<file path="config.mk">
export PLATFORM = sky130hd
export DESIGN_NAME = alu_flat
export DESIGN_NICKNAME = d
export VERILOG_FILES = /design/src/rtl/cpu_pkg.sv /design/src/rtl/cpu_ifs.sv /design/src/rtl/alu.sv /design/src/flat_wrapper.sv
export SDC_FILE = /design/constraint.sdc
export NUM_CORES = 1
export LEC_CHECK = 0
export BUFFER_PORTS_ARGS = -buffer_cell sky130_fd_sc_hd__buf_2
export CAP_MARGIN = 20
export CORE_ASPECT_RATIO = 1.2
export CORE_UTILIZATION = 35
export CTS_BUF_LIST = sky130_fd_sc_hd__clkbuf_8
export CTS_CLUSTER_DIAMETER = 80
export DETAILED_ROUTE_END_ITERATION = 12
export PLACE_DENSITY_LB_ADDON = 0.1
export SYNTH_ARGS = -nofsm -noshare
export SYNTH_HDL_FRONTEND = slang
export SYNTH_SLANG_ARGS = --single-unit
</file>
<file path="constraint.sdc">
create_clock -name clk -period 15.13 [get_ports clk]
set_input_delay 2.2695 -clock clk [delete_from_list [all_inputs] [get_ports clk]]
set_output_delay 2.2695 -clock clk [all_outputs]
set_load 0.005 [all_outputs]
</file>
<file path="src/rtl/cpu_pkg.sv">
`default_nettype none

package cpu_pkg;

    localparam int WORD_W    = 32;
    localparam int BYTE_W    = 8;
    localparam int IMM_W     = 16;
    localparam int REG_IDXW  = 3;
    localparam int REG_COUNT = 8;
    localparam int RAM_ADDRW = 10;
    // byte addressed, one word per entry
    localparam int RAM_WORDS = 256;

    // instruction field positions
    localparam int OPC_HI = 31;
    localparam int OPC_LO = 27;
    localparam int RD_HI  = 26;
    localparam int RD_LO  = 24;
    localparam int RA_HI  = 23;
    localparam int RA_LO  = 21;
    localparam int RB_HI  = 20;
    localparam int RB_LO  = 18;
    localparam int IMM_HI = 15;
    localparam int IMM_LO = 0;

    typedef logic [WORD_W-1:0]    word_t;
    typedef logic [RAM_ADDRW-1:0] addr_t;
    typedef logic [REG_IDXW-1:0]  reg_idx_t;
    typedef logic [BYTE_W-1:0]    byte_t;
    typedef logic [IMM_W-1:0]     imm_t;

    typedef enum logic [4:0] {
        OP_ADD      = 5'h00,
        OP_SUB      = 5'h01,
        OP_AND      = 5'h02,
        OP_OR       = 5'h03,
        OP_XOR      = 5'h04,
        OP_ADDI     = 5'h05,
        OP_LOAD     = 5'h06,
        OP_STORE    = 5'h07,
        OP_JMP_REL  = 5'h08,
        OP_BZ       = 5'h09,
        OP_JMP_ABS  = 5'h0a,
        OP_PUTC_IMM = 5'h0b,
        OP_PUTC_REG = 5'h0c,
        OP_HALT_IMM = 5'h0d,
        OP_HALT_REG = 5'h0e
    } op_t;

    // undefined code, runs as a no-op
    localparam op_t OP_NOP = op_t'(5'h1f);

    typedef enum logic [2:0] {
        ALU_NOP,
        ALU_ADD,
        ALU_SUB,
        ALU_AND,
        ALU_OR,
        ALU_XOR
    } alu_op_t;

    typedef enum logic [1:0] {
        BUS_NOP,
        BUS_FETCH,
        BUS_STORE
    } bus_op_t;

    typedef enum logic [2:0] {
        CU_IDLE,
        CU_FETCH,
        CU_DECODE,
        CU_LOAD_OPERANDS,
        CU_EXECUTE,
        CU_INCREMENT,
        CU_HALTED
    } cu_state_t;

endpackage

`default_nettype wire

</file>
<file path="src/rtl/cpu_ifs.sv">
`default_nettype none


interface alu_if;
    cpu_pkg::alu_op_t op;
    cpu_pkg::word_t   a;
    cpu_pkg::word_t   b;
    cpu_pkg::word_t   s;
    // status register outputs
    logic             zf;
    logic             cf;

    modport master (output op, output a, output b, input s, input zf, input cf);
    modport slave (input op, input a, input b, output s, output zf, output cf);
endinterface


`default_nettype wire

</file>
<file path="src/rtl/alu.sv">
`default_nettype none

module alu (
    input logic  clk,
    input logic  rst,
    alu_if.slave alu
);
    // bit WORD_W is carry out, or borrow for sub
    logic [cpu_pkg::WORD_W:0] wide;

    always_comb begin
        case (alu.op)
            cpu_pkg::ALU_ADD: begin
                wide = {1'b0, alu.a} + {1'b0, alu.b};
            end
            cpu_pkg::ALU_SUB: begin
                wide = {1'b0, alu.a} - {1'b0, alu.b};
            end
            cpu_pkg::ALU_AND: begin
                wide = {1'b0, alu.a & alu.b};
            end
            cpu_pkg::ALU_OR: begin
                wide = {1'b0, alu.a | alu.b};
            end
            cpu_pkg::ALU_XOR: begin
                wide = {1'b0, alu.a ^ alu.b};
            end
            default: begin
                wide = '0;
            end
        endcase
        alu.s = wide[cpu_pkg::WORD_W-1:0];
    end

    // status register
    always_ff @(posedge clk) begin
        if (rst) begin
            alu.zf <= 1'b0;
            alu.cf <= 1'b0;
        end else if (alu.op != cpu_pkg::ALU_NOP) begin
            alu.zf <= (wide[cpu_pkg::WORD_W-1:0] == '0);
            alu.cf <= wide[cpu_pkg::WORD_W];
        end
    end

endmodule

`default_nettype wire

</file>
<file path="src/flat_wrapper.sv">
// flat-port wrapper written by rule: the top's interface ports become plain ports
module alu_flat 
  (clk, rst, alu_op, alu_a, alu_b, alu_s, alu_zf, alu_cf);
  alu_if alu_i ();
  input logic clk;
  input logic rst;
  input wire logic [$bits(alu_i.op)-1:0] alu_op;
  input wire logic [$bits(alu_i.a)-1:0] alu_a;
  input wire logic [$bits(alu_i.b)-1:0] alu_b;
  output wire logic [$bits(alu_i.s)-1:0] alu_s;
  output wire logic [$bits(alu_i.zf)-1:0] alu_zf;
  output wire logic [$bits(alu_i.cf)-1:0] alu_cf;
  assign alu_i.op = alu_op;
  assign alu_i.a = alu_a;
  assign alu_i.b = alu_b;
  assign alu_s = alu_i.s;
  assign alu_zf = alu_i.zf;
  assign alu_cf = alu_i.cf;
  alu u_core (.clk(clk), .rst(rst), .alu(alu_i));
endmodule
</file>
Word level (Yosys, flattened, before mapping)
Cells that the tools add are included.
- register bits after elaboration: 2
- input bits: 69
- output and inout port bits: 34
- word-level logic and storage cells: 15
- $add $sub $neg: 2
- eq/ne operators: 5
- multiplexer cells: 1
- bitwise logic cells: 3
- reduce and logical (&&, ||, !) cells: 2
- operator list (cell ; number):
    $pmux 33 s5 ; 1
    $add 32x32->33 ; 1
    $sub 32x32->33 ; 1
    $and 32x32->32 ; 1
    $logic_not 32->1 ; 1
    $or 32x32->32 ; 1
    $xor 32x32->32 ; 1
    $eq 3x2->1 const B ; 2
    $eq 3x3->1 const B ; 2
    $eq 3x1->1 const B ; 1
    $reduce_bool 3->1 ; 1

Depth between registers and ports, before layout
Gate-level depths: netlist of the first run.
- word-level depth: 3
- gate-level depth with buffers: 22
- depth with buffers taken out: 21

Least setup slack after synthesis of the first run
OpenSTA, ideal clock, no wires.
- path type: input to output
- start point: input port alu_op[0]
- end point: output port alu_s[29]
- arrival: 6657 ps
- data required time: 12861 ps
- setup slack: 6204 ps
- stages on the path: 21
- path buffers: 8
- path through: buf_2 > clkbuf_1 > clkbuf_1 > clkbuf_1 > clkbuf_1 > nand2b_1 > clkbuf_1 > o31ai_1 > xnor2_1 > ha_1 > clkbuf_1 > a21oi_1 > o21ai_1 > nand2b_1 > and3_1 > a311oi_1 > a21oi_1 > xor2_1 > o21ai_0 > a211o_1 > buf_4
- cells in the longest elaborated chain, start to end: 2
- elaborated cells between the ends (all ways): 6
- classes of those cells: eq/ne (5); mux (1)
- ends and longest elaborated chain (item ; line ; source):
    start: declaration ; flat_wrapper.sv:7 ; input wire logic [$bits(alu_i.op)-1:0] alu_op;
    $eq 3x3->1 (tied with other cells) ; alu.sv:12 ; case (alu.op)
    $pmux 33 s5 * ; alu.sv:12 ;
    end: declaration ; flat_wrapper.sv:10 ; output wire logic [$bits(alu_i.s)-1:0] alu_s;
Every way passes the cells marked *; elsewhere a longest branch is shown, timed or not.

Worst setup path after layout of the first run
- start point: input port alu_b[7]
- end point: output port alu_s[29]
- cells in the longest elaborated chain, start to end: 2
- elaborated cells between the ends (all ways): 3
- classes of those cells: add/sub (2); mux (1)
- ends and longest elaborated chain (item ; line ; source):
    start: declaration ; flat_wrapper.sv:9 ; input wire logic [$bits(alu_i.b)-1:0] alu_b;
    $sub 32x32->33 or $add 32x32->33 (tied branches) ; alu.sv:17, alu.sv:14 ;
    $pmux 33 s5 * ; alu.sv:12 ;
Marks and branches as above.

==> results by group, run 1 <==
Timing
  – Endpoints failing setup: 0
  – Setup TNS: 0 ps
  – Period utilisation layout: 63.25%
  – Minimum clock period: 9569 ps
  – RSZ-0062 raised after global routing: no
  – Slew Viols, Final: 0
  – Hold_ws: 484.7 ps
  – Slew @ Worst Pin: 874.7 ps
  – Worst relative slew slack: 41.68%
  – Number of hold violations in the final report: 0
  – Fmax: 0.1045 GHz
  – Final WS setup: 5561 ps
  – Worst Skew: 0 ps

Synth
  – Syn avg cell area: 6.855 µm²
  – Post-synth top area share: 25.37%
  – Cells after Synth: 698
  – Post-synth top cells: ha_1, inv_1, nand2_1, o21ai_0, xnor2_1
  – Post-synth net total: 865
  – Top-count cell post-synth: ha_1
  – Seq cells post-synth: 2
  – Number of synthesized flops with an enable pin: 0
  – Synth area leader: ha_1
  – Seq/Total Area, Yosys: 0.8368%
  – Synth area leaders: ha_1, xnor2_1, o21ai_0
  – Netlist cell types: 60
  – Most used flip-flop cell after synthesis: dfxtp_1
  – Post-Syn Area: 4785 µm²
  – Yosys warns: 0
  – Asr flop ratio synth: 0%

Power
  – Flop pwr share: 2.3%
  – Clk pwr share: 8.5%
  – Leakage: 2.663 nW
  – Psw: 131.8 µW
  – Comb pwr share: 89.3%
  – Internal Power: 110.8 µW
  – Sw Share: 54.33%
  – Pwr/cell area: 46.55 nW/µm²
  – Peak VDD IR: 0.02846 mV

Floorplan
  – Die area: 14140 µm²
  – I/O Pins: 103
  – Die X: 108.7 µm
  – Core area: 13300 µm²
  – Die Ht: 130.1 µm
  – Row count: 46
  – Initial Util: 35.99%

Detailed routing
  – Detailed Route WL: 15.39 mm
  – Antenna Nets Post-Route: 0
  – Routed vias/inst: 5.516
  – DRT Pass-1 Iters: 5
  – Via count: 5036
  – Wirelength per Cell: 16.85 µm
  – DR iter-0 viols: 286
  – # DRC: 0

Final layout
  – Layout cells sized above 1: 15.97%
  – Final nets: 914
  – Antenna diodes: 0
  – Finished Core Util: 39.21%
  – Fillers: 1440
  – Synthesis-to-finish area growth: 8.944%
  – Finished layout cell area: 5213 µm²

Outcome
  – Status: completed

Global routing
  – Initial antenna violation count: 1
  – Global-route wire length before repair: 25.12 mm
  – Maximum number of pins on one net before global-route repair: 78
  – Tot GR Track Use: 22.16%
  – Vias in the first global route: 4973
  – Total global routing overflow: 0

Clock network
  – Sink Count: 2
  – CTS Buf Count: 3
  – Clock buffer depth: 2
  – # Post-CTS Setup Buffers: 0
  – CTS tree: yes
  – Latest clock arrival within the worst-skew pair: 210 ps
  – Htree depth: 1
  – # resized after CTS: 0
  – Worst-path clk slew: 30 ps
  – Clk root buf: clkbuf_8
  – # hold bufs at CTS: 0

Min path
  – Min-delay worst type: flop to flop
  – WHS Path Cells: 2
  – Hold Startpoint: u_core.alu.zf
  – Worst Hold Path EP: u_core.alu.zf

Critical path
  – Critical setup path kind: input port to primary output
  – Crit path required time: 12860 ps
  – Reg2Reg Setup Slack: 14500 ps
  – CP max FO: 9
  – R2R depth: 2
  – Worst R2R End: u_core.alu.cf
  – Critical path arrival: 7300 ps
  – RR Startpoint: u_core.alu.cf
  – CP Capture Type: primary output
  – Setup crit start kind: input port

Placement
  – HPWL Detailed: 12.39 mm
  – Port-buffer cells: 102
  – Routability Congestion: 0.8797
  – Pre-CTS WS: 5593 ps
  – Placed Area: 5171 µm²

Flow run
  – Max-cap viol count: 0
[state kept, by name, summed over array words and instances (netlist names)]
register and flops:
u_core.alu.zf 1, u_core.alu.cf 1
[worst max path at each step]
stage | startpoint | end | slack [ps] | depth (start not counted)
after floorplan | alu_op[0] | alu_s[29] | 6200 | 21
after global placement | alu_b[7] | alu_s[29] | 5670 | 21
after detailed placement | alu_b[7] | alu_s[29] | 5590 | 21
after CTS | alu_b[7] | alu_s[29] | 5590 | 21
after global routing | alu_b[7] | alu_s[29] | 5130 | 21
final | alu_b[7] | alu_s[29] | 5560 | 21
[layout make-up]
class	count	area, µm²	share of cell area, %
inverters	76	285.3	5.473
multi-input cells	557	4088	78.42
well taps	168	210.2	4.033
repair buffers	107	548.0	10.51
flip-flops and latches	2	40.04	0.7681
clock buffers	3	41.29	0.7921
[metrics by stage]
step	power, mW	cells
after global routing	0.2712	913
final	0.2426	913
after floorplan	0.1699	698
after detailed placement	0.2211	910
after CTS	0.2435	913
after global placement	0.2196	910
[per-layer routing]
metal  GRT usage, %  routed length [µm]  part of all wire (%)  vias to the layer above
met4          5.564                 376                   2.4                        2
met2          41.10                7632                    50                      134
met5              0                  13                 0.084                        -
met1          27.66                6724                    44                     2322
li1               -                   -                     -                     2557
met3          1.099                 639                   4.2                       21
[power groups by stage]
stage                     Combinational (mW)  Sequential (mW)  Clock (mW)
final                                  0.217          0.00551      0.0205
after global routing                   0.244          0.00554      0.0212
after CTS                              0.217          0.00551      0.0209
after detailed placement               0.216          0.00557           0
after global placement                 0.214          0.00557           0
after floorplan                        0.164          0.00559           0
[cells in the final DEF (no fill, tap or decap), types with 7 or more instances in the layout]
cell and instances:
nand2_1 64, and3_1 7, a22oi_1 20, a21o_1 14
nor3_1 11, o21ai_0 60, nand3_1 12, nand4_1 11
a31oi_1 12, buf_2 102, xor2_1 13, ha_1 97
xnor2_1 42, o31ai_1 7, inv_1 76, nand2b_1 8
nor2_1 34, a21oi_1 40
[kinds of logic (layout without fill, tap and decap cells)]
| group | Yosys count | count (layout) | synth area share [%] |
|---|---|---|---|
| XOR/XNOR | 55 | 55 | 10.07 |
| AND/OR/NAND/NOR | 188 | 188 | 19.95 |
| AO/OA/AOI/OAI | 211 | 211 | 28.53 |
| flip-flops | 2 | 2 | 0.8369 |
| adder cells (fa/ha/maj) | 98 | 98 | 25.78 |
| buffers and inverters | 139 | 186 | 13.78 |
| multiplexers | 5 | 5 | 1.046 |
[worst max-delay path: stages]
cell and delay (ps):
buf_2 120, or4_1 580, or3_1 390, nor2_1 180, nand3_1 150, nor2_1 110
nand2_1 100, nor3_1 640, a21oi_1 170, xnor2_1 170, ha_1 390, nand2_1 120
nor2_1 50, a211oi_1 460, o21ai_0 180, a31o_2 270, a21oi_1 140, xor2_1 200
o21ai_0 100, a211o_1 360, buf_2 140
(Power assumes the default switching activity.)
==> run 2, diff against run 1 <==
==> constraint.sdc (replaced) <==
create_clock -name clk -period 8.4 [get_ports clk]
set_input_delay 1.26 -clock clk [delete_from_list [all_inputs] [get_ports clk]]
set_output_delay 1.26 -clock clk [all_outputs]
set_load 0.005 [all_outputs]
==> results by group, run 2 (synthesis results as in run 1) <==
Power
  – Total power draw: 438.9 µW (+81%)
  – Psw: 237.7 µW (+80%)
  – Clk pwr share: 8.7% (+0.2 points)
  – Comb pwr share: 89.1% (-0.2 points)
  – Leakage: 2.677 nW (+0.51%)
  – Peak VDD IR: 0.03552 mV (+25%)
  – Pwr/cell area: 83.88 nW/µm² (+80%)
  – Sw Share: 54.16% (-0.18 points)
  – Internal Power: 201.2 µW (+82%)
  – Flop pwr share: 2.3% (about the same)

Timing
  – Slew Viols, Final: 0 (unchanged)
  – Endpoints failing setup: 0 (unchanged)
  – Slew @ Worst Pin: 793.5 ps (-81.23 ps)
  – Setup TNS: 0 ps (unchanged)
  – Period utilisation layout: 88.01%
  – Fmax: 0.1353 GHz
  – Minimum clock period: 7393 ps
  – Worst relative slew slack: 46.99% (+5.3 points)
  – Worst Skew: 0 ps (unchanged)
  – RSZ-0062 raised after global routing: no
  – Final WS setup: 1007 ps (-4554 ps)
  – Number of hold violations in the final report: 0 (unchanged)

Detailed routing
  – # DRC: 0 (unchanged)
  – Via count: 4981 (-1.1%)
  – DRT Pass-1 Iters: 4 (-1)
  – DR iter-0 viols: 252 (-12%)
  – Wirelength per Cell: 16.84 µm (about the same)
  – Routed vias/inst: 5.444 (-1.3%)
  – Detailed Route WL: 15.41 mm (+0.14%)
  – Antenna Nets Post-Route: 0 (unchanged)

Final layout
  – Final nets: 916 (+0.22%)
  – Antenna diodes: 0 (unchanged)
  – Most common cell after layout, fill and taps aside: buf_2
  – Synthesis-to-finish area growth: 9.362%
  – Most frequent cells in the layout: buf_2, ha_1, inv_1
  – Layout cells sized above 1: 16.20% (+0.22 points)
  – Finished layout cell area: 5233 µm² (+0.38%)
  – Top Registers: u_core.alu.cf (1), u_core.alu.zf (1)
  – Post-Layout Cell Count: 915 (+0.22%)

Floorplan
  – Row count: 46 (unchanged)
  – Die X: 108.7 µm (unchanged)
  – Die Ht: 130.1 µm (unchanged)
  – Initial Util: 35.99% (unchanged)
  – I/O Pins: 103 (unchanged)
  – Die area: 14140 µm² (unchanged)
  – Core area: 13300 µm² (unchanged)

Clock network
  – Worst-path clk slew: 30 ps (about the same)
  – Clk root buf: clkbuf_8
  – Latest clock arrival within the worst-skew pair: 210 ps (about the same)
  – CTS tree: yes
  – # hold bufs at CTS: 0 (unchanged)
  – # resized after CTS: 0 (unchanged)
  – Clock buffer depth: 2 (unchanged)
  – Sink Count: 2 (unchanged)
  – Htree depth: 1 (unchanged)
  – CTS Buf Count: 3 (unchanged)
  – # Post-CTS Setup Buffers: 0 (unchanged)

Min path
  – Min-delay worst type: flop to flop
  – Worst Hold Path EP: u_core.alu.zf
  – Hold Startpoint: u_core.alu.zf
  – WHS Path Cells: 2 (unchanged)

Outcome
  – Status: completed

Critical path
  – CP startpoint: alu_b[7]
  – CP max stage cell: or4_1
  – Reg2Reg Setup Slack: 7770 ps (-6730 ps)
  – Critical setup path kind: input port to primary output
  – RR Startpoint: u_core.alu.cf
  – CP max FO: 7 (-2)
  – Setup crit start kind: input port
  – CP Capture Type: primary output
  – CP peak stage delay: 590 ps (-50 ps)
  – CP Cell Sequence: buf_2, or4_1, or3_1, nor2_1, nand3_1, nor3_1, nand2_1, o21ai_0, xnor2_1, ha_1, a21oi_1, nor2_1, a211oi_1, o21ai_0, a31o_2, a21oi_1, xor2_1, o21ai_0, a211o_1, buf_2
  – Critical path arrival: 6130 ps (-1170 ps)
  – Crit path top cell by count: o21ai_0
  – Crit path required time: 7140 ps (-5720 ps)
  – R2R depth: 2 (unchanged)
  – Worst R2R End: u_core.alu.cf

Global routing
  – Tot GR Track Use: 21.61% (-0.55 points)
  – Initial antenna violation count: 0 (-1)
  – Maximum number of pins on one net before global-route repair: 42 (-46%)
  – Vias in the first global route: 4878 (-1.9%)
  – Total global routing overflow: 0 (unchanged)
  – Global-route wire length before repair: 24.34 mm (-3.1%)

Placement
  – Dpl cells: 912 (+0.22%)
  – Routability Congestion: 0.8424 (-4.2%)
  – Pre-CTS WS: 1069 ps (-4525 ps)
  – Placed Area: 5191 µm² (+0.39%)
  – HPWL Detailed: 12.57 mm (+1.4%)
  – Port-buffer cells: 102 (unchanged)

Flow run
  – Max-cap viol count: 0 (unchanged)
run 2: cell count changes in the layout (fill, tap and decap cells not counted), sizes merged:
| cell | before | now |
|---|---|---|
| buf | 107 | 109 |
run 2: metal layers:
layer,vias up,share of wire (%),global-route usage [%]
met1,2317,44,26.86
met3,4,3.2,0.2997
li1,2556,-,-
met2,104,52,41.92
met4,0,0.31,3.021
met5,-,0,0
run 2: critical path, delay by kind of cell:
kind	cells	cell delay, ps
compound gates	8	1930
simple gates	7	2030
buf+inv	2	270
fa+ha+maj	1	320
xor+xnor	2	330
run 2: metrics by stage:
stage | hold WS (ps) | utilization, %
after global placement | 468.7 | 39.05
after global routing | 495.4 | 39.36
final | 479.6 | 39.36
after detailed placement | 473.0 | 39.05
after CTS | 478.4 | 39.36
after floorplan | 468.2 | -
run 2: power groups by stage:
| stage | Clock, mW | Sequential, mW | Combinational (mW) |
|---|---|---|---|
| after floorplan | 0 | 0.0101 | 0.296 |
| after global placement | 0 | 0.0100 | 0.386 |
| after detailed placement | 0 | 0.0101 | 0.390 |
| after CTS | 0.0389 | 0.00994 | 0.392 |
| after global routing | 0.0394 | 0.00998 | 0.439 |
| final | 0.0381 | 0.00993 | 0.391 |
run 2: worst max-delay path by stage:
stage | slack (ps) | cells after the start | endpoint
after floorplan | 1490 | 21 | alu_s[29]
after global placement | 1200 | 21 | alu_s[29]
after detailed placement | 1070 | 20 | alu_s[29]
after CTS | 1050 | 20 | alu_s[29]
after global routing | 560 | 20 | alu_s[29]
final | 1010 | 20 | alu_s[29]
run 2: layout make-up:
| type | instances | area (µm²) |
|---|---|---|
| well taps | 168 | 210.2 |
| repair buffers | 109 | 563.0 |
| flip-flops and latches | 2 | 40.04 |
| fillers | 1493 | 8063 |
| inverters | 76 | 285.3 |
| multi-input cells | 557 | 4093 |
| clock buffers | 3 | 41.29 |
==> run 3, diff against run 2 <==
--- a/config.mk
+++ b/config.mk
@@ -8,6 +8,7 @@
 export BUFFER_PORTS_ARGS = -buffer_cell sky130_fd_sc_hd__buf_2
 export CAP_MARGIN = 20
 export CORE_ASPECT_RATIO = 1.2
+export CORE_MARGIN = 8
 export CORE_UTILIZATION = 35
 export CTS_BUF_LIST = sky130_fd_sc_hd__clkbuf_8
 export CTS_CLUSTER_DIAMETER = 80
==> results by group, run 3 (synthesis results as in run 1) <==
Outcome
  – Status: completed

Critical path
  – CP peak stage delay: 580 ps (about the same)
  – CP startpoint: alu_b[7]
  – CP Capture Type: primary output
  – Setup crit start kind: input port
  – Worst Path Buf+Inv: 2 (unchanged)
  – Critical setup path kind: input port to primary output
  – Crit path max-delay family: simple AND/OR/NAND/NOR gates
  – CP max stage cell: or4_1
  – Crit path capture: alu_s[29]
  – R2R depth: 2 (unchanged)
  – Reg2Reg Setup Slack: 7760 ps (about the same)
  – Critical path arrival: 6170 ps (+40 ps)
  – Crit path required time: 7140 ps (about the same)
  – Crit path top cell by count: buf_2
  – CP Cell Sequence: buf_2, or4_1, or3_1, nor2_1, nand3_1, nor3_1, a31oi_1, xnor2_1, ha_1, nand2_1, o21a_1, and4_1, and3_1, a311oi_1, a21oi_1, xor2_1, o21ai_0, a211o_1, buf_2
  – Critical path depth: 19 (-5.0%)
  – Worst R2R End: u_core.alu.cf
  – CP max FO: 10 (+3)
  – RR Startpoint: u_core.alu.cf

Clock network
  – # Post-CTS Setup Buffers: 0 (unchanged)
  – # hold bufs at CTS: 0 (unchanged)
  – Clock buffer depth: 2 (unchanged)
  – Latest clock arrival within the worst-skew pair: 210 ps (about the same)
  – # resized after CTS: 0 (unchanged)
  – Worst-path clk slew: 30 ps (about the same)
  – Htree depth: 1 (unchanged)
  – CTS tree: yes
  – CTS Buf Count: 3 (unchanged)
  – Clk root buf: clkbuf_8
  – Sink Count: 2 (unchanged)

Detailed routing
  – DRT Pass-1 Iters: 5 (+1)
  – Antenna Nets Post-Route: 0 (unchanged)
  – Wirelength per Cell: 16.99 µm (+0.88%)
  – Routed vias/inst: 5.468 (+0.44%)
  – # DRC: 0 (unchanged)
  – DR iter-0 viols: 249 (-1.2%)
  – Detailed Route WL: 15.58 mm (+1.1%)
  – Via count: 5014 (+0.66%)

Power
  – Peak VDD IR: 0.02877 mV (-19%)
  – Leakage: 2.668 nW (-0.34%)
  – Psw: 235.8 µW (-0.77%)
  – Internal Power: 199.7 µW (-0.75%)
  – Comb pwr share: 89.1% (about the same)
  – Sw Share: 54.15% (about the same)
  – Flop pwr share: 2.3% (about the same)
  – Clk pwr share: 8.6% (about the same)
  – Pwr/cell area: 83.38 nW/µm² (-0.60%)

Timing
  – RSZ-0062 raised after global routing: no
  – Slew @ Worst Pin: 798.6 ps (+5.060 ps)
  – Setup TNS: 0 ps (unchanged)
  – Fmax: 0.1347 GHz (-0.45%)
  – Number of hold violations in the final report: 0 (unchanged)
  – Slew Viols, Final: 0 (unchanged)
  – Endpoints failing setup: 0 (unchanged)
  – Worst relative slew slack: 46.76% (-0.23 points)
  – Minimum clock period: 7426 ps (+33.69 ps)
  – Worst Skew: 0 ps (unchanged)
  – Period utilisation layout: 88.41% (+0.40 points)
  – Hold_ws: 495.5 ps (+15.88 ps)

Floorplan
  – Die Ht: 144.1 µm (+11%)
  – Die area: 17680 µm² (+25%)
  – Die X: 122.7 µm (+13%)
  – Core area: 13580 µm² (+2.2%)
  – Row count: 47 (+2.2%)
  – Initial Util: 35.22% (-0.77 points)
  – I/O Pins: 103 (unchanged)

Min path
  – WHS Path Cells: 2 (unchanged)
  – Min-delay worst type: flop to flop

Final layout
  – Finished Core Util: 38.45% (-0.90 points)
  – Multi-input logic area: 4088 µm² (-0.12%)
  – Top Registers: u_core.alu.cf (1), u_core.alu.zf (1)
  – Antenna diodes: 0 (unchanged)
  – Most common cell after layout, fill and taps aside: buf_2
  – Final nets: 915 (-0.11%)
  – Most frequent cells in the layout: buf_2, ha_1, inv_1
  – Fillers: 1517 (+1.6%)
  – Layout cells sized above 1: 16.09% (-0.11 points)
  – Synthesis-to-finish area growth: 9.179%
  – Seq. cell area: 40.04 µm² (unchanged)

Global routing
  – Vias in the first global route: 5010 (+2.7%)
  – Global-route wire length before repair: 25.15 mm (+3.3%)
  – Total global routing overflow: 0 (unchanged)
  – Tot GR Track Use: 17.24% (-4.4 points)
  – Maximum number of pins on one net before global-route repair: 62 (+48%)
  – Initial antenna violation count: 0 (unchanged)

Placement
  – Routability Congestion: 0.8817 (+4.7%)
  – HPWL Detailed: 13.03 mm (+3.6%)
  – Port-buffer cells: 102 (unchanged)

Flow run
  – Max-cap viol count: 0 (unchanged)
run 3: cell count changes in the layout (fill, tap and decap cells not counted):
cell / before / now
buf_4: 7 / 6
nor2b_2: 0 / 1
nor2b_4: 2 / 1
run 3: worst min-delay path by stage:
| stage | startpoint | to | slack [ps] |
|---|---|---|---|
| final | u_core.alu.zf | u_core.alu.zf | 500 |
| after global routing | u_core.alu.zf | u_core.alu.zf | 540 |
| after floorplan | u_core.alu.zf | u_core.alu.zf | 470 |
| after CTS | u_core.alu.zf | u_core.alu.zf | 490 |
| after detailed placement | u_core.alu.zf | u_core.alu.zf | 490 |
| after global placement | u_core.alu.zf | u_core.alu.zf | 470 |
run 3: metrics by stage:
step	setup WS, ps	instances	instance area, µm²	total power, mW
6_report	973.7	917	5224	0.4355
3_5_place_dp	1017	914	5182	0.3986
5_1_grt	514.3	917	5224	0.4859
4_1_cts	993.6	917	5224	0.4390
3_3_place_gp	1150	914	5182	0.3959
2_1_floorplan	1493	698	4785	0.3060
run 3: per-layer routing:
layer	vias up	wire length (µm)	track usage, %
met2	121	7835	31.84
met4	0	153	2.378
met3	12	725	1.523
met5	-	0	0
li1	2570	-	-
met1	2311	6861	21.38
run 3: area by class of cell:
type                            instances  share of cell area (%)
Multi-Input combinational cell        557                   78.25
Tap cell                              171                   4.096
Clock buffer                            3                  0.7904
Timing Repair Buffer                  108                   10.63
Inverter                               76                   5.461
Sequential cell                         2                  0.7665
run 3: tightest hold or removal path: stages (launching register included):
cell	delay (ps)
dfxtp_1	290
nand3b_1	80
o21ai_1	60
run 3: power by group through the flow:
stage | clock (mW) | sequential, mW | combinational [mW]
2_1_floorplan | 0 | 0.0101 | 0.296
3_3_place_gp | 0 | 0.0100 | 0.386
3_5_place_dp | 0 | 0.0101 | 0.389
4_1_cts | 0.0380 | 0.00996 | 0.391
5_1_grt | 0.0394 | 0.00997 | 0.437
6_report | 0.0373 | 0.00996 | 0.388
